[src/hdl/alu_defines.svh]
//----------------------------------------------------------------------------
// ALU defines
// Opcode bytes, ModRM selector and EFLAGS layout constants
//----------------------------------------------------------------------------
`ifndef ALU_DEFINES_SVH
`define ALU_DEFINES_SVH

//----------------------------------------------------------------------------
// One-byte opcodes, 32-bit operand forms
`define ALU_OP_ADD    8'h01
`define ALU_OP_OR     8'h09
`define ALU_OP_AND    8'h21
`define ALU_OP_CMP    8'h39
`define ALU_OP_DAA    8'h27
`define ALU_OP_CLD    8'hFC
`define ALU_OP_STD    8'hFD
// Group 3, op picked by ModRM reg
`define ALU_OP_GRP3   8'hF7
`define ALU_MODRM_NOT 3'd2

//----------------------------------------------------------------------------
// EFLAGS bit positions
`define EFLAGS_CF_BIT 0
`define EFLAGS_PF_BIT 2
`define EFLAGS_AF_BIT 4
`define EFLAGS_ZF_BIT 6
`define EFLAGS_SF_BIT 7
`define EFLAGS_DF_BIT 10
`define EFLAGS_OF_BIT 11
// Only reserved bit 1 set out of reset
`define EFLAGS_RESET  32'h0000_0002

`endif

[src/hdl/alu_pkg.sv]
//----------------------------------------------------------------------------
// ALU package
// Operation encoding, stage payloads and the EFLAGS word
//----------------------------------------------------------------------------
package alu_pkg;

	// Select encoding of the ALU op mux
	typedef enum logic [2:0] {
		op_add = 3'd0,
		op_or  = 3'd1,
		op_not = 3'd2,
		op_daa = 3'd3,
		op_and = 3'd4,
		op_cld = 3'd5,
		op_cmp = 3'd6,
		op_std = 3'd7
	} alu_op_e;

	// Decode stage output
	typedef struct packed {
		logic        valid;
		logic        illegal;
		alu_op_e     op;
		logic [31:0] a;
		logic [31:0] b;
	} decoded_op_t;

	// x86 EFLAGS with the low 12 bits named
	typedef struct packed {
		logic [19:0] rsvd_hi;
		logic        of;
		logic        df;
		// TF and IF are never touched here
		logic [1:0]  rsvd_tf_if;
		logic        sf;
		logic        zf;
		logic        rsvd_5;
		logic        af;
		logic        rsvd_3;
		logic        pf;
		logic        rsvd_1;
		logic        cf;
	} eflags_bits_t;

	// Whole word for merging and fields for flag logic
	typedef union packed {
		logic [31:0]  word;
		eflags_bits_t bits;
	} eflags_u;

	// Execute stage output
	typedef struct packed {
		logic        valid;
		logic        illegal;
		logic        write;
		logic [31:0] result;
		eflags_u     flag_val;
		// 1 = bit updated
		logic [31:0] flag_mask;
	} exec_out_t;

endpackage

[src/hdl/alu_decode.sv]
//----------------------------------------------------------------------------
// ALU decode
// Maps opcode and ModRM reg to an ALU op, one register stage
//----------------------------------------------------------------------------
`timescale 1ns/100ps
`include "alu_defines.svh"

module alu_decode (
	input  logic                 clk,
	input  logic                 reset,
	input  logic                 instr_valid,
	input  logic [7:0]           opcode,
	input  logic [2:0]           modrm_reg,
	input  logic [31:0]          a,
	input  logic [31:0]          b,
	output alu_pkg::decoded_op_t dec
);
	import alu_pkg::*;

	alu_op_e     op_c;
	logic        known_c;
	logic        valid_q;
	logic        illegal_q;
	alu_op_e     op_q;
	logic [31:0] a_q;
	logic [31:0] b_q;

	//------------------------------------------------------------------------
	// Opcode lookup
	always_comb begin
		op_c    = op_add;
		known_c = 1'b1;
		case (opcode)
			`ALU_OP_ADD: op_c = op_add;
			`ALU_OP_OR:  op_c = op_or;
			`ALU_OP_AND: op_c = op_and;
			`ALU_OP_CMP: op_c = op_cmp;
			`ALU_OP_DAA: op_c = op_daa;
			`ALU_OP_CLD: op_c = op_cld;
			`ALU_OP_STD: op_c = op_std;
			`ALU_OP_GRP3: begin
				// Only /2 is supported in group 3
				op_c    = op_not;
				known_c = (modrm_reg == `ALU_MODRM_NOT);
			end
			default: known_c = 1'b0;
		endcase
	end

	//------------------------------------------------------------------------
	// Stage registers
	always_ff @(posedge clk) begin
		if (reset) begin
			valid_q   <= 1'b0;
			illegal_q <= 1'b0;
		end else begin
			valid_q   <= instr_valid;
			// Illegal only ever rides with valid
			illegal_q <= instr_valid && !known_c;
		end
	end

	// Operands and op, captured on strobe
	always_ff @(posedge clk) begin
		if (instr_valid) begin
			op_q <= op_c;
			a_q  <= a;
			b_q  <= b;
		end
	end

	assign dec = '{valid: valid_q, illegal: illegal_q, op: op_q, a: a_q, b: b_q};

endmodule

[src/hdl/alu_execute.sv]
//----------------------------------------------------------------------------
// ALU execute
// Combinational datapath: result, flag values and flag update mask
// for ADD, OR, NOT, DAA, AND, CLD, CMP and STD
//----------------------------------------------------------------------------
`timescale 1ns/100ps
`include "alu_defines.svh"

module alu_execute (
	input  alu_pkg::decoded_op_t dec,
	output alu_pkg::exec_out_t   exe
);
	import alu_pkg::*;

	// Flag masks
	localparam logic [31:0] of_mask    = 32'd1 << `EFLAGS_OF_BIT;
	localparam logic [31:0] arith_mask = of_mask |
		(32'd1 << `EFLAGS_SF_BIT) | (32'd1 << `EFLAGS_ZF_BIT) |
		(32'd1 << `EFLAGS_AF_BIT) | (32'd1 << `EFLAGS_PF_BIT) |
		(32'd1 << `EFLAGS_CF_BIT);
	// DAA leaves OF alone
	localparam logic [31:0] daa_mask   = arith_mask & ~of_mask;
	localparam logic [31:0] df_mask    = 32'd1 << `EFLAGS_DF_BIT;

	// One BCD digit plus carry in, returns {carry, digit}
	function automatic logic [4:0] daa_digit(input logic [3:0] digit, input logic carry_in);
		logic [4:0] sum;
		sum = {1'b0, digit} + {4'd0, carry_in};
		if (sum > 5'd9)
			daa_digit = {1'b1, sum[3:0] + 4'd6};
		else
			daa_digit = {1'b0, sum[3:0]};
	endfunction

	logic [32:0] add_sum;
	logic [32:0] sub_diff;
	logic        add_of;
	logic        sub_of;
	logic        add_af;
	logic        sub_af;
	logic [4:0]  daa_lo;
	logic [4:0]  daa_hi;
	logic [7:0]  daa_byte;
	logic        daa_carry;
	logic [31:0] res;
	eflags_u     flags;
	logic [31:0] mask;
	logic        wr;

	//------------------------------------------------------------------------
	// Adder and subtractor, 33 bits for carry and borrow
	assign add_sum  = {1'b0, dec.a} + {1'b0, dec.b};
	assign sub_diff = {1'b0, dec.a} - {1'b0, dec.b};
	// Carry into bit 4 is the nibble carry
	assign add_af   = dec.a[4] ^ dec.b[4] ^ add_sum[4];
	assign sub_af   = dec.a[4] ^ dec.b[4] ^ sub_diff[4];
	// Signed overflow from sign bits
	assign add_of   = (dec.a[31] == dec.b[31]) && (add_sum[31] != dec.a[31]);
	assign sub_of   = (dec.a[31] != dec.b[31]) && (sub_diff[31] != dec.a[31]);

	// DAA, low digit first, its carry feeds the high digit
	assign daa_lo    = daa_digit(dec.a[3:0], 1'b0);
	assign daa_hi    = daa_digit(dec.a[7:4], daa_lo[4]);
	assign daa_byte  = {daa_hi[3:0], daa_lo[3:0]};
	assign daa_carry = daa_lo[4] | daa_hi[4];

	//------------------------------------------------------------------------
	// Result and flag select
	always_comb begin
		res        = 32'd0;
		flags.word = 32'd0;
		mask       = 32'd0;
		wr         = 1'b0;
		case (dec.op)
			op_add: begin
				res           = add_sum[31:0];
				flags.bits.of = add_of;
				flags.bits.af = add_af;
				flags.bits.cf = add_sum[32];
				mask          = arith_mask;
				wr            = 1'b1;
			end
			op_or: begin
				// OF, AF, CF stay zero
				res  = dec.a | dec.b;
				mask = arith_mask;
				wr   = 1'b1;
			end
			op_not: begin
				// No flags change on NOT
				res = ~dec.a;
				wr  = 1'b1;
			end
			op_daa: begin
				res           = {dec.a[31:8], daa_byte};
				flags.bits.af = daa_carry;
				flags.bits.cf = daa_carry;
				mask          = daa_mask;
				wr            = 1'b1;
			end
			op_and: begin
				res  = dec.a & dec.b;
				mask = arith_mask;
				wr   = 1'b1;
			end
			op_cld: mask = df_mask;
			op_cmp: begin
				// a - b, result kept but not written back
				res           = sub_diff[31:0];
				flags.bits.of = sub_of;
				flags.bits.af = sub_af;
				flags.bits.cf = sub_diff[32];
				mask          = arith_mask;
			end
			op_std: begin
				flags.bits.df = 1'b1;
				mask          = df_mask;
			end
		endcase
		// Shared status flags, DAA looks at the adjusted byte only
		flags.bits.pf = ~^res[7:0];
		flags.bits.sf = (dec.op == op_daa) ? res[7] : res[31];
		flags.bits.zf = (dec.op == op_daa) ? (res[7:0] == 8'd0) : (res == 32'd0);
	end

	assign exe = '{valid: dec.valid, illegal: dec.illegal, write: wr && !dec.illegal,
		result: res, flag_val: flags, flag_mask: mask};

endmodule

[src/hdl/alu_result.sv]
//----------------------------------------------------------------------------
// ALU result stage
// Write-back register, architectural EFLAGS with masked merge,
// valid, write and illegal pulses
//----------------------------------------------------------------------------
`timescale 1ns/100ps
`include "alu_defines.svh"

module alu_result (
	input  logic               clk,
	input  logic               reset,
	input  alu_pkg::exec_out_t exe,
	output logic               result_valid,
	output logic               result_write,
	output logic [31:0]        result,
	output logic               illegal_op,
	output alu_pkg::eflags_u   eflags
);
	import alu_pkg::*;

	eflags_u flags_next;
	logic    retire;

	// Only legal ops touch EFLAGS
	assign retire = exe.valid && !exe.illegal;

	// Masked bits from execute, the rest held
	assign flags_next.word = (eflags.word & ~exe.flag_mask) |
		(exe.flag_val.word & exe.flag_mask);

	//------------------------------------------------------------------------
	// Output pulses and write-back data
	always_ff @(posedge clk) begin
		if (reset) begin
			result_valid <= 1'b0;
			result_write <= 1'b0;
			illegal_op   <= 1'b0;
			result       <= 32'd0;
		end else begin
			// One cycle per retired instruction
			result_valid <= exe.valid;
			result_write <= exe.valid && exe.write;
			illegal_op   <= exe.valid && exe.illegal;
			if (exe.valid)
				result <= exe.result;
		end
	end

	//------------------------------------------------------------------------
	// Architectural EFLAGS
	always_ff @(posedge clk) begin
		if (reset)
			eflags.word <= `EFLAGS_RESET;
		else if (retire)
			eflags <= flags_next;
	end

endmodule

[src/hdl/alu_top.sv]
//----------------------------------------------------------------------------
// ALU top
// Decode, execute and result stages, two-edge latency
//----------------------------------------------------------------------------
`timescale 1ns/100ps

module alu_top (
	input  logic        clk,
	input  logic        reset,
	input  logic        instr_valid,
	input  logic [7:0]  opcode,
	input  logic [2:0]  modrm_reg,
	input  logic [31:0] a,
	input  logic [31:0] b,
	output logic        result_valid,
	output logic        result_write,
	output logic [31:0] result,
	output logic        illegal_op,
	output logic [31:0] eflags
);
	import alu_pkg::*;

	// Stage payloads
	decoded_op_t dec;
	exec_out_t   exe;

	// Registered decode, edge N
	alu_decode u_alu_decode (
		.clk         (clk),
		.reset       (reset),
		.instr_valid (instr_valid),
		.opcode      (opcode),
		.modrm_reg   (modrm_reg),
		.a           (a),
		.b           (b),
		.dec         (dec)
	);

	// Pure logic between the two registers
	alu_execute u_alu_execute (
		.dec (dec),
		.exe (exe)
	);

	// Write-back and EFLAGS, edge N+1
	alu_result u_alu_result (
		.clk          (clk),
		.reset        (reset),
		.exe          (exe),
		.result_valid (result_valid),
		.result_write (result_write),
		.result       (result),
		.illegal_op   (illegal_op),
		.eflags       (eflags)
	);

endmodule

[config.mk]
export PLATFORM = sky130hd
export DESIGN_NAME = alu_top
export DESIGN_NICKNAME = d
export VERILOG_FILES = /design/src/hdl/alu_pkg.sv /design/src/hdl/alu_decode.sv /design/src/hdl/alu_execute.sv /design/src/hdl/alu_result.sv /design/src/hdl/alu_top.sv
export VERILOG_INCLUDE_DIRS = /design/src /design/src/hdl
export SDC_FILE = /design/constraint.sdc
export NUM_CORES = 1
export LEC_CHECK = 0
export ABC_AREA = 1
export BUFFER_PORTS_ARGS = -buffer_cell sky130_fd_sc_hd__buf_4
export CAP_MARGIN = 20
export CELL_PAD_IN_SITES_DETAIL_PLACEMENT = 1
export CELL_PAD_IN_SITES_GLOBAL_PLACEMENT = 1
export CORE_AREA = 2 2 174 176
export CTS_CLUSTER_SIZE = 20
export DETAILED_ROUTE_END_ITERATION = 7
export DIE_AREA = 0 0 176 178
export MAX_ROUTING_LAYER = met4
export PLACE_DENSITY_LB_ADDON = 0.05
export SLEW_MARGIN = 30
export SYNTH_ARGS = -nofsm -noshare
export SYNTH_HDL_FRONTEND = slang
export SYNTH_SLANG_ARGS = --single-unit
[constraint.sdc]
create_clock -name clk -period 2.9 [get_ports clk]
set_clock_uncertainty 0.05 [all_clocks]
set_input_delay 0.435 -clock clk [delete_from_list [all_inputs] [get_ports clk]]
set_output_delay 0.435 -clock clk [all_outputs]
set_load 0.02 [all_outputs]
==> key figures <==
Place
  • Post-Place Cell Area: 0.01393 mm^2
  • Routability cong.: ~0.97
  • Port Buffers: 119
  • Placed Cells: 2,429
  • Post-DP HPWL: 38.17 mm

Finish
  • Design Area, Final: roughly 0.015 mm^2
  • Finished Layout Cells: 2,465
  • Ant. Diodes: 0
  • Share of layout cells above drive strength 1: between 20% and 30%
  • Util after Layout: between 50 and 60%
  • Final nets: 2,254
  • Area grow syn2layout: 33.24%

Setup path
  • Top delay family on crit path: simple AND/OR/NAND/NOR gates
  • Critical Path Fanout Max: 4
  • Worst path buffer plus inverter count: 4
  • Worst path most repeated cell: inv_2
  • Slowest CP cell: edfxtp_1
  • Setup slack, reg-to-reg: -0.17 ns
  • Slowest stage delay, CP: 0.38 ns
  • Critical path endpoint category: flop
  • CP Data Arrival Time: 3.35 ns
  • Critical path, cell by cell: inv_2 > a21oi_4 > ha_2 > nand2_2 > nor2_4 > inv_2 > nand2_4 > ha_4 > inv_2 > o211ai_1 > nand2_2 > inv_2 > nor2_2 > nor2_2 > o22ai_2 > nor3_4 > ha_4 > xor2_2 > xnor2_1 > a21oi_1
  • CP Class: reg2reg
  • Startpoint Class: flop
  • Critical Path RT: 3.18 ns

Die
  • Initial Util: 37.72%
  • Die height: 178 um
  • Core area: 0.02940 mm^2
  • Die width: 176 um
  • Die area: 0.03133 mm^2
  • FP Rows: 63
  • IO Pins: 145

Logic synthesis
  • Synth top area cells: edfxtp_1, nand2_1, inv_1
  • Sequential share of the synthesized area: 26.09%
  • Synth Area in XOR/XNOR: less than 1%
  • Yosys Warn Count: 0
  • Post-synth EDFFs: between 60 and 70
  • Synth top area share: 18.14%
  • Syn Inst Count: 1,735
  • Most used DFF post-synth: edfxtp_1
  • Post-synthesis mux area share: 0%
  • Synth Cell Area: 0.01109 mm^2
  • Synth Area in Adders: between 10% and 20%
  • Asr flop ratio synth: 0%
  • Synthesized flop and latch total: ~110
  • Synth Area in Compound Gates: 11.52%
  • Largest family of logic cells by synthesized area: simple AND/OR/NAND/NOR gates
  • Mean Syn Cell Area: 6.392 um^2
  • Synth unique cells: 56
  • Area leader, netlist: edfxtp_1
  • Synth Area in Simple Gates: around 33%

Timing
  • Worst slew pin tran: 0.7764 ns
  • Slew Limit Fails: 0
  • Slew headroom: 48.18%
  • Setup WS post-layout: -0.1655 ns
  • Fin. Hold Viols: 0
  • Tmin final: around 3 ns
  • Fin Setup TNS: -0.2885 ns
  • RSZ-0062 raised after global routing: yes
  • Hold WS: 0.1511 ns
  • Final setup violation count: 2
  • F_max: 326.2 MHz
  • Crit share post-route: 105.7%

Run
  • Max-Cap Viols: 0

Routing
  • Remaining DRCs: 0
  • DRT Pass-1 Iters: 5
  • Drt total wl: 46.86 mm
  • Avg WL per Cell: 19.01 um
  • Via density: 4.997
  • Drt initial violations: 754
  • DR vias: between 10,000 and 15,000
  • Antenna-violating nets left: 0

Status
  • Failing checks: negative setup slack
  • Status: finished with violations

Power and ir drop
  • PwrDens: 437.5 mW/mm^2
  • Static leakage: 8.042 nW
  • VDD IR max: approximately 360 uV

Clock tree
  • H-tree Lvls: 3
  • Clock tree sinks: 111
  • Clock-pin slew on the worst setup and hold paths: 0.10 ns
  • Clock Root Buffer: clkbuf_16
  • Latest clock arrival within the worst-skew pair: 0.40 ns
  • CTS tree: yes
  • Longest Clk Path Bufs: 2
  • Inserted Clock Buffers: 9

GRT
  • Gr ovfl total: 0
  • Initial antenna violation count: 0
  • First-pass GRT wire length: 70.56 mm
  • Vias in the first global route: 12,780
  • Largest net degree at the start of global routing: 49
  • All-Layer GR Usage: 30.89%

Min path
  • Hold crit path type: in2reg
cell usage in the layout (no fill, tap or decap), types with 3 or more instances in the layout:
master / instances
nand2_4: 5
a21oi_1: 62
nand2_2: 30
nand3_1: 111
clkbuf_16: 9
a221oi_1: 7
o21ai_2: 3
dfxtp_1: 44
inv_2: 20
nor2_1: 148
o21bai_1: 3
buf_6: 5
nand4_1: 21
nor3_1: 15
inv_1: 340
edfxtp_1: 67
conb_1: 25
nand3_2: 12
xor2_1: 3
buf_12: 6
ha_4: 8
nor2_4: 6
a21oi_2: 9
ha_2: 13
o21ai_1: 4
nand2_1: 480
ha_1: 83
o221ai_1: 10
nor3_2: 3
a211oi_1: 8
o22ai_1: 23
nor2_2: 26
buf_4: 364
o21ai_0: 43
inv_6: 3
o211ai_1: 17
per-layer routing:
| layer | wire length, um | part of all wire (%) | track usage, % |
|---|---|---|---|
| met2 | 21380 | 46 | 49.72 |
| met3 | 2301 | 4.9 | 4.476 |
| met4 | 1455 | 3.1 | 10.57 |
| met5 | 0 | 0 | - |
| met1 | 21720 | 46 | 39.83 |
worst reg2reg max path, delay by kind of cell, from the launching register on:
family / cells / cell delay, ns
simple gates: 7 / 0.77
flops: 1 / 0.38
compound gates: 4 / 0.69
buf+inv: 4 / 0.26
xor+xnor: 2 / 0.29
fa+ha+maj: 3 / 0.61
synthesized netlist by cell type, types with 12 or more instances:
| master | n |
|---|---|
| a21oi_1 | 67 |
| buf_2 | 12 |
| buf_4 | 38 |
| clkbuf_1 | 14 |
| dfxtp_1 | 44 |
| edfxtp_1 | 67 |
| ha_1 | 104 |
| inv_1 | 349 |
| nand2_1 | 501 |
| nand2_2 | 12 |
| nand3_1 | 117 |
| nand4_1 | 21 |
| nor2_1 | 166 |
| nor2_2 | 12 |
| nor3_1 | 16 |
| o211ai_1 | 17 |
| o21ai_0 | 49 |
| o22ai_1 | 24 |
registers in the layout, summed over array words and instances (netlist names), named ones only:
register                   cells
u_alu_decode.illegal_q         1
u_alu_decode.valid_q           1
u_alu_decode.b_q              32
u_alu_result.illegal_op        1
u_alu_result.result_write      1
u_alu_decode.a_q              32
u_alu_result.result_valid      1
u_alu_decode.op_q              3
u_alu_result.result           32
cells by family after synthesis:
logic type                 count (synthesis)
and+or+nand+nor                          868
buffers and inverters                    436
adders and majority gates                106
DFF                                      111
other                                      2
AOI/OAI and AO/OA                        205
xor gates and xnor gates                   7
metrics by stage:
step	power (W)	setup WS, ns
5_1_grt	0.006842	-0.3761
3_5_place_dp	0.004898	-0.3404
4_1_cts	0.006340	-0.1377
6_report	0.006465	-0.1655
3_3_place_gp	0.004847	-0.1074
2_1_floorplan	0.003518	-0.04337
final timing paths:
check / endpoint / startpoint / depth (start not counted)
worst max-delay path: flop / u_alu_decode.a_q[2] / 20
worst min register to register: u_alu_result.illegal_op / u_alu_decode.illegal_q / 2
worst min-delay path: u_alu_decode.b_q[22] / b[22] / 1
worst max register to register: flop / u_alu_decode.a_q[2] / 20
final cells by class:
type                       count  area, um^2
timing repair buffer         375        2909
sequential                   111        2893
multi-input combinational   1211        6835
tap                          390       488.0
clock buffer                  10       229.0
fill                        3959       14630
inverter                     362        1361
clock inverter                 6       60.06
power breakdown:
group          switching [W]  leakage (nW)  internal [W]
sequential         0.0000787          1.02       0.00179
clock               0.000724         0.143      0.000610
combinational        0.00195          6.88       0.00131
what timing repair did:
action / CTS / global route
endpoints found under the setup margin: 7 / 22
pin swaps: 24 / 23
hold buffers: 0 / 0
gates resized for setup: 33 / 83
buffers inserted: 19 / 8
(Power assumes the default switching activity.)
